`config.mk`:
```
export PLATFORM = sky130hd
export DESIGN_NAME = jt_ioctl_loader
export DESIGN_NICKNAME = d
export VERILOG_FILES = /design/src/rtl/ioctl_pkg.sv /design/src/rtl/ioctl_stream_if.sv /design/src/rtl/ioctl_capture.sv /design/src/rtl/ioctl_dispatch.sv /design/src/rtl/ioctl_fifo.sv /design/src/rtl/jt_ioctl_loader.sv
export SDC_FILE = /design/constraint.sdc
export NUM_CORES = 1
export LEC_CHECK = 0
export ABC_AREA = 1
export BUFFER_PORTS_ARGS = -buffer_cell sky130_fd_sc_hd__clkbuf_2
export CAP_MARGIN = 20
export CORE_UTILIZATION = 45
export CTS_CLUSTER_DIAMETER = 150
export DETAILED_ROUTE_END_ITERATION = 16
export GPL_TIMING_DRIVEN = 0
export HOLD_SLACK_MARGIN = 0.08
export SLEW_MARGIN = 20
export SYNTH_ARGS = -nofsm -noshare
export SYNTH_HDL_FRONTEND = slang
export SYNTH_HIERARCHICAL = 1
export SYNTH_SLANG_ARGS = --single-unit
```
`constraint.sdc`:
```
create_clock -name clk_rom -period 4.34 [get_ports clk_rom]
set_clock_uncertainty 0.05 [all_clocks]
set_input_delay 0.651 -clock clk_rom [delete_from_list [all_inputs] [get_ports clk_rom]]
set_output_delay 0.651 -clock clk_rom [all_outputs]
set_load 0.05 [all_outputs]
```
`src/rtl/ioctl_pkg.sv`:
```
// Shared definitions for the download stream decoder.
// Holds the loader's file index codes, the payload widths and types,
// the destination codes used on the internal stream and the values
// that the configuration registers take after reset.
// RTL and testbench refer to these by scoped names.

package ioctl_pkg;

    // Payload widths
    localparam int INDEX_W     = 8;
    localparam int ADDR_W      = 25;
    localparam int DATA_W      = 8;
    localparam int MOD_W       = 7;
    localparam int DIPSW_BYTES = 4;   // DIP word is filled one byte per write

    typedef logic [INDEX_W-1:0]       index_t;
    typedef logic [ADDR_W-1:0]        addr_t;
    typedef logic [DATA_W-1:0]        data_t;
    typedef logic [MOD_W-1:0]         core_mod_t;
    typedef logic [DIPSW_BYTES*8-1:0] dipsw_t;

    // File index codes sent by the loader
    localparam index_t IDX_ROM   = 8'd0;
    localparam index_t IDX_MOD   = 8'd1;
    localparam index_t IDX_NVRAM = 8'd2;
    localparam index_t IDX_DIPSW = 8'd254;

    // Where a classified byte ends up
    typedef enum logic [1:0] {
        DEST_ROM   = 2'd0,
        DEST_NVRAM = 2'd1,
        DEST_DIP   = 2'd2,
        DEST_MOD   = 2'd3
    } dest_e;

    // Bit 0 set selects the default horizontal layout
    localparam core_mod_t CORE_MOD_RESET = 7'd1;

    // All switches off until the DIP file arrives
    localparam dipsw_t DIPSW_RESET = '1;

endpackage

```
`src/rtl/ioctl_stream_if.sv`:
```
// One classified download byte moving between pipeline stages.
// Valid/ready handshake: a transfer happens on an edge with both high.
// Once valid rises, valid and payload hold until the transfer.
// The source stage connects through src, the sink through dst.

`timescale 1ns/1ps

interface ioctl_stream_if;

    logic              valid;
    logic              ready;
    ioctl_pkg::dest_e  dest;
    ioctl_pkg::addr_t  addr;
    ioctl_pkg::data_t  data;

    modport src (
        output valid,
        output dest,
        output addr,
        output data,
        input  ready
    );

    modport dst (
        input  valid,
        input  dest,
        input  addr,
        input  data,
        output ready
    );

endinterface

```
`src/rtl/ioctl_capture.sv`:
```
// Front stage of the download decoder.
// Takes loader writes, decodes the file index into a destination and
// drops writes that have no effect downstream. An accepted byte sits
// in a one-entry register until the FIFO takes it, which is what
// produces back-pressure on ioctl_ready.
// Also registers the downloading and ioctl_ram flags.

`timescale 1ns/1ps

module ioctl_capture (
    input  logic                clk_rom,
    input  logic                rst,
    input  logic                ioctl_download,
    input  logic                ioctl_wr,
    input  ioctl_pkg::index_t   ioctl_index,
    input  ioctl_pkg::addr_t    ioctl_addr,
    input  ioctl_pkg::data_t    ioctl_data,
    output logic                ioctl_ready,
    output logic                downloading,
    output logic                ioctl_ram,
    ioctl_stream_if.src         out
);

    logic             accept;
    logic             keep;        // Write survives the filters
    ioctl_pkg::dest_e dest_dec;

    // Slot is free when empty or draining this cycle
    assign ioctl_ready = !out.valid || out.ready;
    assign accept      = ioctl_wr && ioctl_ready;

    always_comb begin
        keep     = 1'b0;
        dest_dec = ioctl_pkg::DEST_ROM;
        case (ioctl_index)
            ioctl_pkg::IDX_ROM: begin
                keep     = 1'b1;
                dest_dec = ioctl_pkg::DEST_ROM;
            end
            ioctl_pkg::IDX_NVRAM: begin
                keep     = 1'b1;
                dest_dec = ioctl_pkg::DEST_NVRAM;
            end
            ioctl_pkg::IDX_DIPSW: begin
                // Only the first bytes map onto the DIP word
                keep     = ioctl_addr < ioctl_pkg::ADDR_W'(ioctl_pkg::DIPSW_BYTES);
                dest_dec = ioctl_pkg::DEST_DIP;
            end
            ioctl_pkg::IDX_MOD: begin
                keep     = !ioctl_addr[0];   // Odd bytes are ignored
                dest_dec = ioctl_pkg::DEST_MOD;
            end
            default: keep = 1'b0;            // Unknown file
        endcase
    end

    always_ff @(posedge clk_rom or posedge rst) begin
        if (rst) begin
            out.valid <= 1'b0;
        end else if (ioctl_ready) begin
            out.valid <= accept && keep;
        end
    end

    // Payload only loads when the slot refills
    always_ff @(posedge clk_rom) begin
        if (accept && keep) begin
            out.dest <= dest_dec;
            out.addr <= ioctl_addr;
            out.data <= ioctl_data;
        end
    end

    always_ff @(posedge clk_rom or posedge rst) begin
        if (rst) begin
            downloading <= 1'b0;
            ioctl_ram   <= 1'b0;
        end else begin
            downloading <= ioctl_download && ioctl_index == ioctl_pkg::IDX_ROM;
            ioctl_ram   <= ioctl_download && ioctl_index == ioctl_pkg::IDX_NVRAM;
        end
    end

    // A stalled byte must not change under the FIFO
    a_stall_stable: assert property (
        @(posedge clk_rom) disable iff (rst)
        out.valid && !out.ready |=> out.valid && $stable(out.dest)
            && $stable(out.addr) && $stable(out.data)
    );

endmodule

```
`src/rtl/ioctl_dispatch.sv`:
```
// Back stage of the download decoder.
// Pops classified bytes and routes them by destination.
// DIP bytes land in their lane of the DIP word and MOD bytes set the
// core configuration, both on the pop edge. ROM and NVRAM bytes load
// the ROM output register, a valid/ready port towards the memory
// writer. Nothing is popped while that register is stalled.

`timescale 1ns/1ps

module ioctl_dispatch (
    input  logic                  clk_rom,
    input  logic                  rst,
    ioctl_stream_if.dst           in,
    output logic                  rom_valid,
    output ioctl_pkg::addr_t      rom_addr,
    output ioctl_pkg::data_t      rom_data,
    output logic                  rom_nvram,
    input  logic                  rom_ready,
    output ioctl_pkg::core_mod_t  core_mod,
    output ioctl_pkg::dipsw_t     dipsw
);

    logic pop;
    logic to_rom;    // Item heads for the ROM port

    assign in.ready = !rom_valid || rom_ready;
    assign pop      = in.valid && in.ready;
    assign to_rom   = in.dest == ioctl_pkg::DEST_ROM || in.dest == ioctl_pkg::DEST_NVRAM;

    always_ff @(posedge clk_rom or posedge rst) begin
        if (rst) begin
            rom_valid <= 1'b0;
        end else if (in.ready) begin
            rom_valid <= pop && to_rom;
        end
    end

    always_ff @(posedge clk_rom) begin
        if (pop && to_rom) begin
            rom_addr  <= in.addr;
            rom_data  <= in.data;
            rom_nvram <= in.dest == ioctl_pkg::DEST_NVRAM;
        end
    end

    // Configuration registers
    always_ff @(posedge clk_rom or posedge rst) begin
        if (rst) begin
            core_mod <= ioctl_pkg::CORE_MOD_RESET;
            dipsw    <= ioctl_pkg::DIPSW_RESET;
        end else if (pop) begin
            case (in.dest)
                ioctl_pkg::DEST_DIP: begin
                    dipsw[{in.addr[1:0], 3'b000} +: 8] <= in.data;  // Byte lane
                end
                ioctl_pkg::DEST_MOD: begin
                    core_mod <= in.data[ioctl_pkg::MOD_W-1:0];
                end
                default: begin
                    // ROM and NVRAM handled above
                end
            endcase
        end
    end

    // Memory writer must see each byte until it takes it
    a_rom_hold: assert property (
        @(posedge clk_rom) disable iff (rst)
        rom_valid && !rom_ready |=> rom_valid && $stable(rom_addr)
            && $stable(rom_data) && $stable(rom_nvram)
    );

endmodule

```
`src/rtl/ioctl_fifo.sv`:
```
// Elastic buffer between capture and dispatch.
// Circular buffer with read and write pointers and a fill count.
// Output valid comes from the count only, so a pushed item shows up
// one edge later at the earliest. Input ready drops only when full.
// A pop in the same cycle does not open a slot.
// FIFO_DEPTH must be a power of two so the pointers wrap naturally.

`timescale 1ns/1ps

module ioctl_fifo #(
    parameter int FIFO_DEPTH = 4
) (
    input  logic         clk_rom,
    input  logic         rst,
    ioctl_stream_if.dst  in,
    ioctl_stream_if.src  out
);

    localparam int PTR_W = $clog2(FIFO_DEPTH);
    localparam int CNT_W = $clog2(FIFO_DEPTH + 1);

    ioctl_pkg::dest_e dest_mem [FIFO_DEPTH];
    ioctl_pkg::addr_t addr_mem [FIFO_DEPTH];
    ioctl_pkg::data_t data_mem [FIFO_DEPTH];

    logic [PTR_W-1:0] wr_ptr;
    logic [PTR_W-1:0] rd_ptr;
    logic [CNT_W-1:0] count;
    logic             full;
    logic             push;
    logic             pop;

    assign full      = count == CNT_W'(FIFO_DEPTH);
    assign in.ready  = !full;
    assign out.valid = count != '0;
    assign push      = in.valid && in.ready;
    assign pop       = out.valid && out.ready;

    // Head of the queue straight from storage
    assign out.dest = dest_mem[rd_ptr];
    assign out.addr = addr_mem[rd_ptr];
    assign out.data = data_mem[rd_ptr];

    always_ff @(posedge clk_rom) begin
        if (push) begin
            dest_mem[wr_ptr] <= in.dest;
            addr_mem[wr_ptr] <= in.addr;
            data_mem[wr_ptr] <= in.data;
        end
    end

    always_ff @(posedge clk_rom or posedge rst) begin
        if (rst) begin
            wr_ptr <= '0;
            rd_ptr <= '0;
            count  <= '0;
        end else begin
            if (push) wr_ptr <= wr_ptr + 1'b1;
            if (pop)  rd_ptr <= rd_ptr + 1'b1;
            case ({push, pop})
                2'b10:   count <= count + 1'b1;
                2'b01:   count <= count - 1'b1;
                default: count <= count;
            endcase
        end
    end

    // Fill count never runs past the storage or wraps below zero
    a_count_range: assert property (
        @(posedge clk_rom) disable iff (rst)
        count <= CNT_W'(FIFO_DEPTH)
    );

    // Write pointer leads the read pointer by exactly the fill count
    a_ptr_count: assert property (
        @(posedge clk_rom) disable iff (rst)
        PTR_W'(wr_ptr - rd_ptr) == PTR_W'(count)
    );

endmodule

```
`src/rtl/jt_ioctl_loader.sv`:
```
// Download stream decoder, top level.
// Loader writes enter through ioctl_* with ioctl_ready as back-pressure.
// ROM and NVRAM bytes leave through the rom_* valid/ready port, DIP and
// module-config bytes update dipsw and core_mod.
// Pipeline is capture, FIFO, dispatch; minimum latency from accept to
// rom_valid is three cycles.

`timescale 1ns/1ps

module jt_ioctl_loader #(
    parameter int FIFO_DEPTH = 4   // Power of two
) (
    input  logic                  clk_rom,
    input  logic                  rst,

    // Loader side
    input  logic                  ioctl_download,
    input  ioctl_pkg::index_t     ioctl_index,
    input  logic                  ioctl_wr,
    input  ioctl_pkg::addr_t      ioctl_addr,
    input  ioctl_pkg::data_t      ioctl_data,
    output logic                  ioctl_ready,

    // ROM write port
    output logic                  rom_valid,
    output ioctl_pkg::addr_t      rom_addr,
    output ioctl_pkg::data_t      rom_data,
    output logic                  rom_nvram,
    input  logic                  rom_ready,

    // Configuration and status
    output ioctl_pkg::core_mod_t  core_mod,
    output ioctl_pkg::dipsw_t     dipsw,
    output logic                  downloading,
    output logic                  ioctl_ram
);

    ioctl_stream_if cap_to_buf ();
    ioctl_stream_if buf_to_disp ();

    ioctl_capture u_capture (
        .clk_rom        ( clk_rom           ),
        .rst            ( rst               ),
        .ioctl_download ( ioctl_download    ),
        .ioctl_wr       ( ioctl_wr          ),
        .ioctl_index    ( ioctl_index       ),
        .ioctl_addr     ( ioctl_addr        ),
        .ioctl_data     ( ioctl_data        ),
        .ioctl_ready    ( ioctl_ready       ),
        .downloading    ( downloading       ),
        .ioctl_ram      ( ioctl_ram         ),
        .out            ( cap_to_buf.src    )
    );

    ioctl_fifo #(
        .FIFO_DEPTH     ( FIFO_DEPTH        )
    ) u_fifo (
        .clk_rom        ( clk_rom           ),
        .rst            ( rst               ),
        .in             ( cap_to_buf.dst    ),
        .out            ( buf_to_disp.src   )
    );

    ioctl_dispatch u_dispatch (
        .clk_rom        ( clk_rom           ),
        .rst            ( rst               ),
        .in             ( buf_to_disp.dst   ),
        .rom_valid      ( rom_valid         ),
        .rom_addr       ( rom_addr          ),
        .rom_data       ( rom_data          ),
        .rom_nvram      ( rom_nvram         ),
        .rom_ready      ( rom_ready         ),
        .core_mod       ( core_mod          ),
        .dipsw          ( dipsw             )
    );

endmodule

```
==> results of run 1 <==
-- cells in the mapped netlist (2+ instances only) --
master / count / share of area, %
sky130_fd_sc_hd__clkbuf_1: 6 / 0.22
sky130_fd_sc_hd__buf_6: 12 / 1.3
sky130_fd_sc_hd__o21ai_0: 2 / 0.096
sky130_fd_sc_hd__nor2_1: 58 / 2.1
sky130_fd_sc_hd__dfstp_2: 33 / 8.3
sky130_fd_sc_hd__dfrtp_1: 17 / 4.1
sky130_fd_sc_hd__nand4_1: 15 / 0.90
sky130_fd_sc_hd__inv_1: 97 / 3.5
sky130_fd_sc_hd__buf_2: 12 / 0.57
sky130_fd_sc_hd__nand3_1: 56 / 2.7
sky130_fd_sc_hd__inv_2: 6 / 0.22
sky130_fd_sc_hd__ha_1: 10 / 1.2
sky130_fd_sc_hd__buf_4: 3 / 0.22
sky130_fd_sc_hd__o211ai_2: 10 / 1.2
sky130_fd_sc_hd__nand2_2: 2 / 0.12
sky130_fd_sc_hd__edfxtp_1: 209 / 60
sky130_fd_sc_hd__o211ai_1: 60 / 4.3
sky130_fd_sc_hd__nor2_2: 3 / 0.18
sky130_fd_sc_hd__nand2_1: 225 / 8.1
-- through the flow --
stage / area (um2) / cells / power [W]
2_1_floorplan: 10500 / 844 / 0.00615
3_3_place_gp: 11400 / 1251 / 0.00707
3_5_place_dp: 11700 / 1260 / 0.00715
4_1_cts: 12600 / 1309 / 0.00935
5_1_grt: 12600 / 1309 / 0.00976
6_report: 12600 / 1309 / 0.00926
-- report_power, final --
group | switching, W | internal (W) | leakage (nW)
registers | 0.000158 | 0.00321 | 2.45
clock network | 0.000896 | 0.00128 | 0.424
logic | 0.00281 | 0.000914 | 2.38
-- cells in the final DEF, fill, tap and decap left out, drive strengths merged --
| cell type | instances |
|---|---|
| clkbuf | 162 |
| o21ai | 2 |
| ha | 10 |
| and2 | 1 |
| fa | 1 |
| dfrtp | 17 |
| bufinv | 1 |
| dlygate4sd3 | 1 |
| nor2 | 63 |
| a21oi | 1 |
| nor3 | 1 |
| dfstp | 33 |
| nand2 | 227 |
| clkinv | 13 |
| buf | 36 |
| edfxtp | 209 |
| nand4 | 15 |
| o211ai | 70 |
| nor4 | 1 |
| xnor2 | 1 |
| nand3 | 56 |
| inv | 103 |
-- flip-flops by register name, indices dropped and copies added, names as in the netlist, 2 cells and up --
| name | flops |
|---|---|
| u_dispatch/core_mod | 7 |
| u_fifo/addr_mem | 100 |
| u_fifo/data_mem | 32 |
| u_capture/out.addr | 25 |
| u_fifo/rd_ptr | 2 |
| u_capture/out.dest | 2 |
| u_dispatch/dipsw | 32 |
| u_dispatch/rom_data | 8 |
| u_fifo/wr_ptr | 2 |
| u_fifo/dest_mem | 8 |
| u_capture/out.data | 8 |
| u_dispatch/rom_addr | 25 |
| u_fifo/count | 3 |
-- cell type report --
type                       count  area (um2)
buffer                        33         240
clock buffer                  34         753
clock inverter                14        92.6
fill                        1926       10200
inverter                     103         387
multi-input combinational    449        2310
sequential                   259        7570
tap                          285         357
timing repair buffer         132         846
-- cells by family (layout without fill, tap and decap cells) --
kind of cell               count (synthesis)  after routing
DFF                                      259            259
xor gates and xnor gates                   1              1
buffers and inverters                    136            316
and+or+nand+nor                          364            364
AOI/OAI and AO/OA                         73             73
adders and majority gates                 11             11
-- layer usage --
layer / up-vias / global-route usage, % / routed length (um)
met5: - / 0 / 0
met4: 0 / 6.46 / 568
met3: 41 / 2.89 / 1060
met2: 158 / 32.3 / 10500
met1: 3077 / 25.0 / 9580
li1: 3214 / - / -
-- worst max-delay path, stage by stage, from the launching register on --
cell                       delay [ns]
sky130_fd_sc_hd__dfrtp_1         0.40
sky130_fd_sc_hd__inv_2           0.13
sky130_fd_sc_hd__clkbuf_1        0.47
sky130_fd_sc_hd__nand2_1         0.13
sky130_fd_sc_hd__o211ai_1        0.12
sky130_fd_sc_hd__nand2_1         0.19
sky130_fd_sc_hd__clkbuf_1        0.31
sky130_fd_sc_hd__nor2_4          0.57
sky130_fd_sc_hd__buf_16          0.24
-- worst paths after layout --
kind,from,endpoint,slack (ns),cells past startpoint
max reg2reg,u_fifo/rd_ptr[0]$_DFFE_PP0P_,u_dispatch/rom_addr[20]$_DFFE_PP_,1.41,8
min,ioctl_addr[1],u_capture/out.addr[1]$_DFFE_PP_,0.26,1
max,u_fifo/rd_ptr[0]$_DFFE_PP0P_,u_dispatch/rom_addr[20]$_DFFE_PP_,1.41,8
max in group asynchronous,rst,u_dispatch/core_mod[0]$_DFFE_PP1P_,3.12,4
min in group asynchronous,rst,u_capture/ioctl_ram$_DFF_PP0_,0.51,3
min reg2reg,u_dispatch/dipsw[10]$_DFFE_PP1P_,u_dispatch/dipsw[10]$_DFFE_PP1P_,0.41,2
-- timing repair --
action                                  CTS  global route
hold buffers                              1             0
endpoints found under the setup margin    0             0
endpoints found under the hold margin    11             0
==> results.sh, run 1 <==
export IMPL_area_growth_synth_to_final_pct=20.0
export IMPL_cts_sink_count=259
export IMPL_floorplan_rows=55
export IMPL_cts_repair_resize_count=0
export IMPL_hp_class="in -> reg"
export IMPL_cp_end_kind="flop"
export IMPL_worst_setup_slack_final_ns=1.41
export IMPL_route_detailed_wl_per_inst_um=16.6
export IMPL_nNetsFinal=1062
export IMPL_maximum_number_of_pins_on_one_net_before_global_route_repair=29
export IMPL_yosysSeqAreaShare_pct=72.3
export IMPL_ys_seq_elements=259
export IMPL_post_synth_xor_area_fraction_pct=0.0837
export IMPL_hold_slack_ns=0.256
export IMPL_synth_warning_count=6
export IMPL_syn_inst=844
export IMPL_result_of_the_run="finished clean"
export IMPL_htreeDepth=1
export IMPL_cts_root_buffer="sky130_fd_sc_hd__clkbuf_16"
export IMPL_path_max_fanout=20
export IMPL_post_route_cells_drive_above_1_share_pct=25.5
export IMPL_crit_required_ns=4.52
export IMPL_clock_buffers_created_by_tritoncts=27
export IMPL_synth_flop_cell="sky130_fd_sc_hd__edfxtp_1"
export IMPL_max_freq_ghz=0.341
export IMPL_grt_antenna_before_repair=0
export IMPL_coreArea_mm2=0.0227
export IMPL_path_clk_slew_ns=0.06
export IMPL_route_detailed_drc=0
export IMPL_slew_headroom_pct=48.5
export IMPL_setup_repair_after_global_routing_missed_its_margin="false"
export IMPL_wirelength_mm=21.7
export IMPL_worst_pin_slew_ns=0.771
export IMPL_min_tclk_post_route_ns=2.93
export IMPL_synth_area_mm2=0.0105
export IMPL_avg_vias_per_cell=4.96
export IMPL_pre_cts_ws_ns=1.42
export IMPL_synth_compound_area_share_pct=5.75
export IMPL_total_inserted_antenna_cells=0
export IMPL_buffer_ports_inserted=122
export IMPL_synth_top_family_by_area="simple AND/OR/NAND/NOR gates"
export IMPL_vdd_ir_drop_max_uv=378
export IMPL_synthMuxAreaShare_pct=0
export IMPL_tritoncts="yes"
export IMPL_synthesis_nets=901
export IMPL_gp_congestion=0.782
export IMPL_drtPass1Iterations=4
export IMPL_core_occupancy_in_the_finished_layout_pct=55.3
export IMPL_layout_worst_path_cycle_share_pct=67.6
export IMPL_starting_density_of_the_core_pct=46.1
export IMPL_global_route_usage_total_pct=19.0
export IMPL_setup_total_negative_slack_ns=0
export IMPL_critical_path_arrival_ns=3.11
export IMPL_asyncSetResetFlopFracSynth_pct=19.3
export IMPL_cellLeakagePower_nw=5.25
export IMPL_number_of_synthesized_flops_with_an_enable_pin=209
export IMPL_synth_avg_cell_area_um2=12.4
export IMPL_die_outline_area_mm2=0.0239
export IMPL_setup_worst_path_start_class="flop"
export IMPL_grt_first_pass_wirelength_mm=34.5
export IMPL_via_count_of_the_first_global_routing_pass=6421
export IMPL_clk_insertion_delay_late_ns=0.52
export IMPL_die_width_um=155
export IMPL_dp_final_hpwl_mm=14.7
export IMPL_io_pins=123
export IMPL_final_antenna_net_count=0
export IMPL_report_final_hold_viol_count=0
export IMPL_dr_first_iter_drc_count=436
export IMPL_synth_distinct_cells=27
export IMPL_post_cts_setup_buffer_count=0
export IMPL_setup_worst_path_class="reg -> reg"
export IMPL_gr_total_overflow=0
export IMPL_yosys_area_share_adder_pct=1.39
export IMPL_ratio_of_total_power_to_cell_area_mw_per_mm2=737
export IMPL_synth_simple_area_share_pct=14.5
export IMPL_finalSetupViolCount=0
export IMPL_slew_violations=0
export IMPL_cap_viol_max_count=0
export IMPL_die_height_um=155
export IMPL_route_vias_total=6490
export IMPL_max_clock_path_buffers=3
(Power assumes the default switching activity.)
==> run 2, diff against run 1 <==
Settings changed: PLACE_DENSITY from default to 0.67.
Clock period 4.34 ns to 2.4 ns, I/O delays scaled along.
==> results.sh, run 2 (synthesis results as in run 1) <==
export IMPL_result_of_the_run="finished clean"
export IMPL_gp_congestion=0.831
export IMPL_setup_repair_after_global_routing_missed_its_margin="true"
export IMPL_core_occupancy_in_the_finished_layout_pct=58.1
export IMPL_dp_final_hpwl_mm=14.4
export IMPL_final_design_area_no_fill_mm2=0.0132
export IMPL_cp_end_kind="flop"
export IMPL_dr_first_iter_drc_count=473
export IMPL_cts_root_buffer="sky130_fd_sc_hd__clkbuf_16"
export IMPL_flip_flop_count_of_the_largest_register_after_layout=100
export IMPL_met1_usage_pct=25.1
export IMPL_largest_register="u_fifo/addr_mem"
export IMPL_global_route_usage_total_pct=18.7
export IMPL_crit_required_ns=2.82
export IMPL_count_of_buffering_cells_on_the_critical_path_with_inverters_included=7
export IMPL_met2_usage_pct=31.9
export IMPL_wirelength_mm=22.1
export IMPL_path_max_fanout=10
export IMPL_cap_viol_max_count=0
export IMPL_vdd_ir_drop_max_uv=687
export IMPL_route_detailed_wl_per_inst_um=16.2
export IMPL_grt_antenna_before_repair=0
export IMPL_use_met3_pct=2.80
export IMPL_total_power_w=0.0175
export IMPL_cts_sink_count=259
export IMPL_grt_first_pass_wirelength_mm=34.2
export IMPL_layout_top_registers="u_fifo/addr_mem (100), u_dispatch/dipsw (32), u_fifo/data_mem (32)"
export IMPL_max_freq_ghz=0.426
export IMPL_layout_worst_path_cycle_share_pct=97.8
export IMPL_slew_violations=0
export IMPL_setup_worst_path_start_class="flop"
export IMPL_cellLeakagePower_nw=5.51
export IMPL_critical_path_arrival_ns=2.77
export IMPL_most_frequent_cells_in_the_layout="219 x sky130_fd_sc_hd__nand2_1, 209 x sky130_fd_sc_hd__edfxtp_1, 124 x sky130_fd_sc_hd__clkbuf_2"
export IMPL_gr_max_usage_layer="met2"
export IMPL_area_growth_synth_to_final_pct=26.0
export IMPL_worst_pin_slew_ns=0.803
export IMPL_tritoncts="yes"
export IMPL_post_route_cells_drive_above_1_share_pct=27.6
export IMPL_report_final_hold_viol_count=0
export IMPL_drtPass1Iterations=5
export IMPL_post_place_instance_area_mm2=0.0117
export IMPL_avg_vias_per_cell=4.95
export IMPL_dp_cells=1259
export IMPL_starting_density_of_the_core_pct=46.1
export IMPL_final_cells=1360
export IMPL_die_outline_area_mm2=0.0239
export IMPL_via_count_of_the_first_global_routing_pass=6446
export IMPL_mostFrequentLayoutCell="sky130_fd_sc_hd__nand2_1"
export IMPL_total_inserted_antenna_cells=0
export IMPL_maximum_number_of_pins_on_one_net_before_global_route_repair=36
export IMPL_die_height_um=155
export IMPL_crit_chain="inv_2, buf_8, buf_6, o211ai_2, nand2_2, buf_6, inv_2, ha_1, inv_2, buf_6, nand3_1, nor2_1, nand3_1, nand2_1"
export IMPL_finalSetupViolCount=0
export IMPL_worst_path_max_delay_cell="sky130_fd_sc_hd__dfrtp_1"
export IMPL_coreArea_mm2=0.0227
export IMPL_io_pins=123
export IMPL_setup_worst_path_class="reg -> reg"
export IMPL_path_clk_slew_ns=0.06
export IMPL_route_vias_total=6736
export IMPL_slew_headroom_pct=46.3
export IMPL_critPathTopFamily="buffers and inverters"
export IMPL_die_width_um=155
export IMPL_clk_insertion_delay_late_ns=0.54
export IMPL_n_fill_cell=1793
export IMPL_gr_total_overflow=0
export IMPL_final_antenna_net_count=0
export IMPL_nNetsFinal=1111
export IMPL_buffer_ports_inserted=122
export IMPL_clock_buffers_created_by_tritoncts=27
export IMPL_max_clock_path_buffers=3
export IMPL_min_tclk_post_route_ns=2.35
export IMPL_floorplan_rows=55
export IMPL_hp_class="in -> reg"
export IMPL_slowest_delay_ns=0.41
export IMPL_htreeDepth=1
export IMPL_route_detailed_drc=0
export IMPL_ratio_of_total_power_to_cell_area_mw_per_mm2=1330
## run 2: cell types whose count changed in the layout (fill, tap and decap cells not counted), sizes merged, moves of 3 or more
cell and delta:
dlygate4sd3 +38, buf +12, clkbuf -5, clkinvlp +3
inv +3
## run 2: final timing paths
path                                             startpoint                                  end  slack (ns)  cells past startpoint
max                            u_fifo/rd_ptr[0]$_DFFE_PP0P_      u_dispatch/dipsw[8]$_DFFE_PP1P_        0.05                     14
min                                          ioctl_index[1]  u_capture/out.dest[0]$_SDFFCE_PN0P_        0.21                      3
max reg2reg                    u_fifo/rd_ptr[0]$_DFFE_PP0P_      u_dispatch/dipsw[8]$_DFFE_PP1P_        0.05                     14
min reg2reg                u_dispatch/dipsw[11]$_DFFE_PP1P_     u_dispatch/dipsw[11]$_DFFE_PP1P_        0.41                      2
max in group asynchronous                               rst   u_dispatch/core_mod[0]$_DFFE_PP1P_        1.55                      4
min in group asynchronous                               rst      u_capture/out.valid$_DFFE_PP0N_        0.26                      3
## run 2: stage by stage
step	hold WS [ns]	setup slack [ns]	TNS (ns)
after detailed placement	0.253	-0.523	-28.53
after global placement	0.241	-1.52	-279.52
after CTS	0.181	0.0197	0
after floorplan	0.0636	-0.251	-35.08
final	0.208	0.0535	0
after global routing	0.205	-0.0691	-0.380
## run 2: where the power goes
part / switching [W] / leakage [nW] / internal [W]
registers: 0.000283 / 2.45 / 0.00579
clock network: 0.00172 / 0.433 / 0.00241
logic: 0.00526 / 2.63 / 0.00203
total: 0.00726 / 5.51 / 0.0102
## run 2: cell type report
type | count | area, um2 | share of cell area, %
flip-flops and latches | 259 | 7570 | 57.4
repair buffers | 182 | 1330 | 10.1
inverters | 103 | 394 | 2.99
clock inverters | 20 | 208 | 1.58
well taps | 285 | 357 | 2.70
multi-input cells | 449 | 2370 | 18.0
clock buffers | 30 | 687 | 5.21
plain buffers | 32 | 275 | 2.09
## run 2: timing repair
action                                  in CTS  in global routing
hold buffers                                39                  0
endpoints found under the setup margin      66                102
gates resized for setup                     19                 19
pin swaps                                    2                  5
setup buffers                                2                 11
endpoints found under the hold margin       58                  0
## run 2: layer usage
| metal | share of wire [%] | wire length, um |
|---|---|---|
| met1 | 44 | 9660 |
| met2 | 49 | 10800 |
| met3 | 5.7 | 1270 |
| met5 | 0 | 0 |
| met4 | 1.6 | 358 |
## run 2: worst min-delay path: stages
cell                       delay [ns]
sky130_fd_sc_hd__clkbuf_2        0.11
sky130_fd_sc_hd__nand2_1         0.08
sky130_fd_sc_hd__nand2_1         0.11
==> run 3, diff against run 2 <==
Clock period 2.4 ns to 2.05 ns, I/O delays scaled along.
==> results.sh, run 3 (synthesis results as in run 1) <==
export IMPL_result_of_the_run="complete, but fails checks"
export IMPL_failing_checks="setup timing"
export IMPL_flip_flop_count_of_the_largest_register_after_layout=100
export IMPL_avg_vias_per_cell=5.01
export IMPL_worst_setup_slack_final_ns=-0.0591
export IMPL_tritoncts="yes"
export IMPL_most_frequent_cells_in_the_layout="209 x sky130_fd_sc_hd__edfxtp_1, 208 x sky130_fd_sc_hd__nand2_1, 122 x sky130_fd_sc_hd__clkbuf_2"
export IMPL_finalSetupViolCount=13
export IMPL_hold_path_startpoint="ioctl_addr[0]"
export IMPL_final_antenna_net_count=0
export IMPL_starting_density_of_the_core_pct=46.1
export IMPL_cellLeakagePower_nw=5.76
export IMPL_r2r_slack_ns=-0.06
export IMPL_route_detailed_drc=0
export IMPL_dp_final_hpwl_mm=14.2
export IMPL_report_final_hold_viol_count=0
export IMPL_setup_worst_path_class="reg -> reg"
export IMPL_layout_top_registers="u_fifo/addr_mem (100), u_dispatch/dipsw (32), u_fifo/data_mem (32)"
export IMPL_met3_length_mm=1.11
export IMPL_critical_path_arrival_ns=2.52
export IMPL_worst_min_delay_path_endpoint="u_capture/out.valid$_DFFE_PP0N_"
export IMPL_ratio_of_total_power_to_cell_area_mw_per_mm2=1600
export IMPL_count_of_buffering_cells_on_the_critical_path_with_inverters_included=5
export IMPL_slowest_delay_ns=0.39
export IMPL_clock_buffers_created_by_tritoncts=27
export IMPL_worst_pin_slew_ns=0.731
export IMPL_grt_antenna_before_repair=0
export IMPL_reg2reg_from="u_fifo/rd_ptr[0]$_DFFE_PP0P_"
export IMPL_grt_first_pass_wirelength_mm=36.2
export IMPL_total_inserted_antenna_cells=0
export IMPL_htreeDepth=1
export IMPL_gp_congestion=0.838
export IMPL_nNetsFinal=1147
export IMPL_dr_first_iter_drc_count=460
export IMPL_cts_sink_count=259
export IMPL_max_clock_path_buffers=3
export IMPL_timing_critical_path_depth=12
export IMPL_critPathTopFamily="simple AND/OR/NAND/NOR gates"
export IMPL_layout_worst_path_cycle_share_pct=103
export IMPL_worst_path_max_delay_cell="sky130_fd_sc_hd__dfrtp_1"
export IMPL_timing_hold_worst_path_depth=6
export IMPL_cts_root_buffer="sky130_fd_sc_hd__clkbuf_16"
export IMPL_slew_headroom_pct=51.1
export IMPL_min_tclk_post_route_ns=2.11
export IMPL_buffer_ports_inserted=122
export IMPL_via_count_of_the_first_global_routing_pass=6826
export IMPL_r2r_cells=12
export IMPL_maximum_number_of_pins_on_one_net_before_global_route_repair=36
export IMPL_area_growth_synth_to_final_pct=31.9
export IMPL_global_route_usage_total_pct=19.7
export IMPL_routed_wl_met2_mm=11.7
export IMPL_max_freq_ghz=0.474
export IMPL_setup_total_negative_slack_ns=-0.173
export IMPL_cap_viol_max_count=0
export IMPL_clk_insertion_delay_late_ns=0.54
export IMPL_total_power_w=0.0221
export IMPL_met1Wirelength_mm=10.1
export IMPL_largest_register="u_fifo/addr_mem"
export IMPL_drtPass1Iterations=4
export IMPL_vdd_ir_drop_max_uv=853
export IMPL_floorplan_rows=55
export IMPL_post_place_instance_area_mm2=0.0117
export IMPL_crit_required_ns=2.46
export IMPL_final_design_area_no_fill_mm2=0.0138
export IMPL_die_height_um=155
export IMPL_worstReg2RegEnd="u_dispatch/dipsw[10]$_DFFE_PP1P_"
export IMPL_mostFrequentLayoutCell="sky130_fd_sc_hd__edfxtp_1"
export IMPL_path_clk_slew_ns=0.06
export IMPL_hold_slack_ns=0.191
export IMPL_route_detailed_wl_per_inst_um=16.7
export IMPL_gr_total_overflow=0
export IMPL_post_route_cells_drive_above_1_share_pct=33.9
export IMPL_path_max_fanout=8
export IMPL_wirelength_mm=23.4
export IMPL_crit_chain="inv_2, buf_8, buf_8, o211ai_1, nand2_2, buf_6, inv_8, ha_4, nand2_2, nor2_2, nand3_2, nand2_1"
export IMPL_top_layer="met4"
export IMPL_cp_end_kind="flop"
export IMPL_hp_class="in -> reg"
export IMPL_route_vias_total=6995
export IMPL_dp_cells=1257
export IMPL_coreArea_mm2=0.0227
export IMPL_slew_violations=0
export IMPL_setup_repair_after_global_routing_missed_its_margin="true"
export IMPL_final_cells=1396
export IMPL_die_width_um=155
export IMPL_setup_worst_path_start_class="flop"
export IMPL_die_outline_area_mm2=0.0239
export IMPL_io_pins=123
-- run 3: cell types whose count changed in the layout (fill, tap and decap cells not counted), moves of 8 or more --
cell                      delta
sky130_fd_sc_hd__buf_8       +9
sky130_fd_sc_hd__nor2_1     -11
sky130_fd_sc_hd__nor2_2      +8
sky130_fd_sc_hd__nand3_2    +17
sky130_fd_sc_hd__buf_4      +20
sky130_fd_sc_hd__nand2_2     +9
sky130_fd_sc_hd__nand3_1    -18
sky130_fd_sc_hd__nand2_1    -11
-- run 3: how the worst max path moves through the flow --
stage | from | to | slack [ns]
final | u_fifo/rd_ptr[0]$_DFFE_PP0P_ | u_dispatch/dipsw[10]$_DFFE_PP1P_ | -0.06
after global routing | u_fifo/rd_ptr[0]$_DFFE_PP0P_ | u_dispatch/dipsw[10]$_DFFE_PP1P_ | -0.16
after CTS | ioctl_addr[10] | u_capture/out.data[1]$_DFFE_PP_ | -0.02
after detailed placement | u_fifo/rd_ptr[1]$_DFFE_PP0P_ | u_dispatch/rom_addr[18]$_DFFE_PP_ | -0.84
after global placement | u_fifo/count[0]$_DFFE_PP0P_ | u_fifo/addr_mem[1][12]$_DFFE_PP_ | -0.92
after floorplan | u_fifo/count[0]$_DFFE_PP0P_ | u_fifo/addr_mem[1][0]$_DFFE_PP_ | -0.1
-- run 3: stage by stage --
stage / setup WS, ns / utilization (%)
after floorplan: -0.0975 / -
after global placement: -0.918 / 50.7
after detailed placement: -0.839 / 51.3
after CTS: -0.0235 / 59.3
after global routing: -0.156 / 60.8
final: -0.0591 / 60.8
-- run 3: power breakdown --
part / internal [W] / leakage, nW / switching (W)
logic: 0.00337 / 2.89 / 0.00683
registers: 0.00679 / 2.45 / 0.000345
clock network: 0.00280 / 0.429 / 0.00196
-- run 3: layout make-up --
type                    count  area [um2]
plain buffers              31         373
inverters                 103         417
repair buffers            218        1650
clock buffers              31         691
fillers                  1747        8900
multi-input cells         450        2570
clock inverters            19         178
well taps                 285         357
flip-flops and latches    259        7570
-- run 3: metal layers --
layer,vias to the layer above,track usage [%]
met2,197,33.5
met4,0,5.42
met3,41,2.66
met1,3380,26.7
met5,-,0
li1,3377,-
-- run 3: tightest hold or removal path, stage by stage --
cell,delay (ns)
sky130_fd_sc_hd__clkbuf_2,0.09
sky130_fd_sc_hd__nor2_1,0.04
sky130_fd_sc_hd__nor2_1,0.07
sky130_fd_sc_hd__nand2_1,0.07
sky130_fd_sc_hd__nand2_2,0.09
sky130_fd_sc_hd__nand2_1,0.05
-- run 3: repair_timing --
action / CTS / global route
pin swaps: 21 / 25
setup endpoints to repair: 149 / 71
cloned: 5 / 0
setup buffers: 37 / 11
hold buffers: 38 / 0
resized for setup: 68 / 65
hold endpoints to repair: 58 / 0
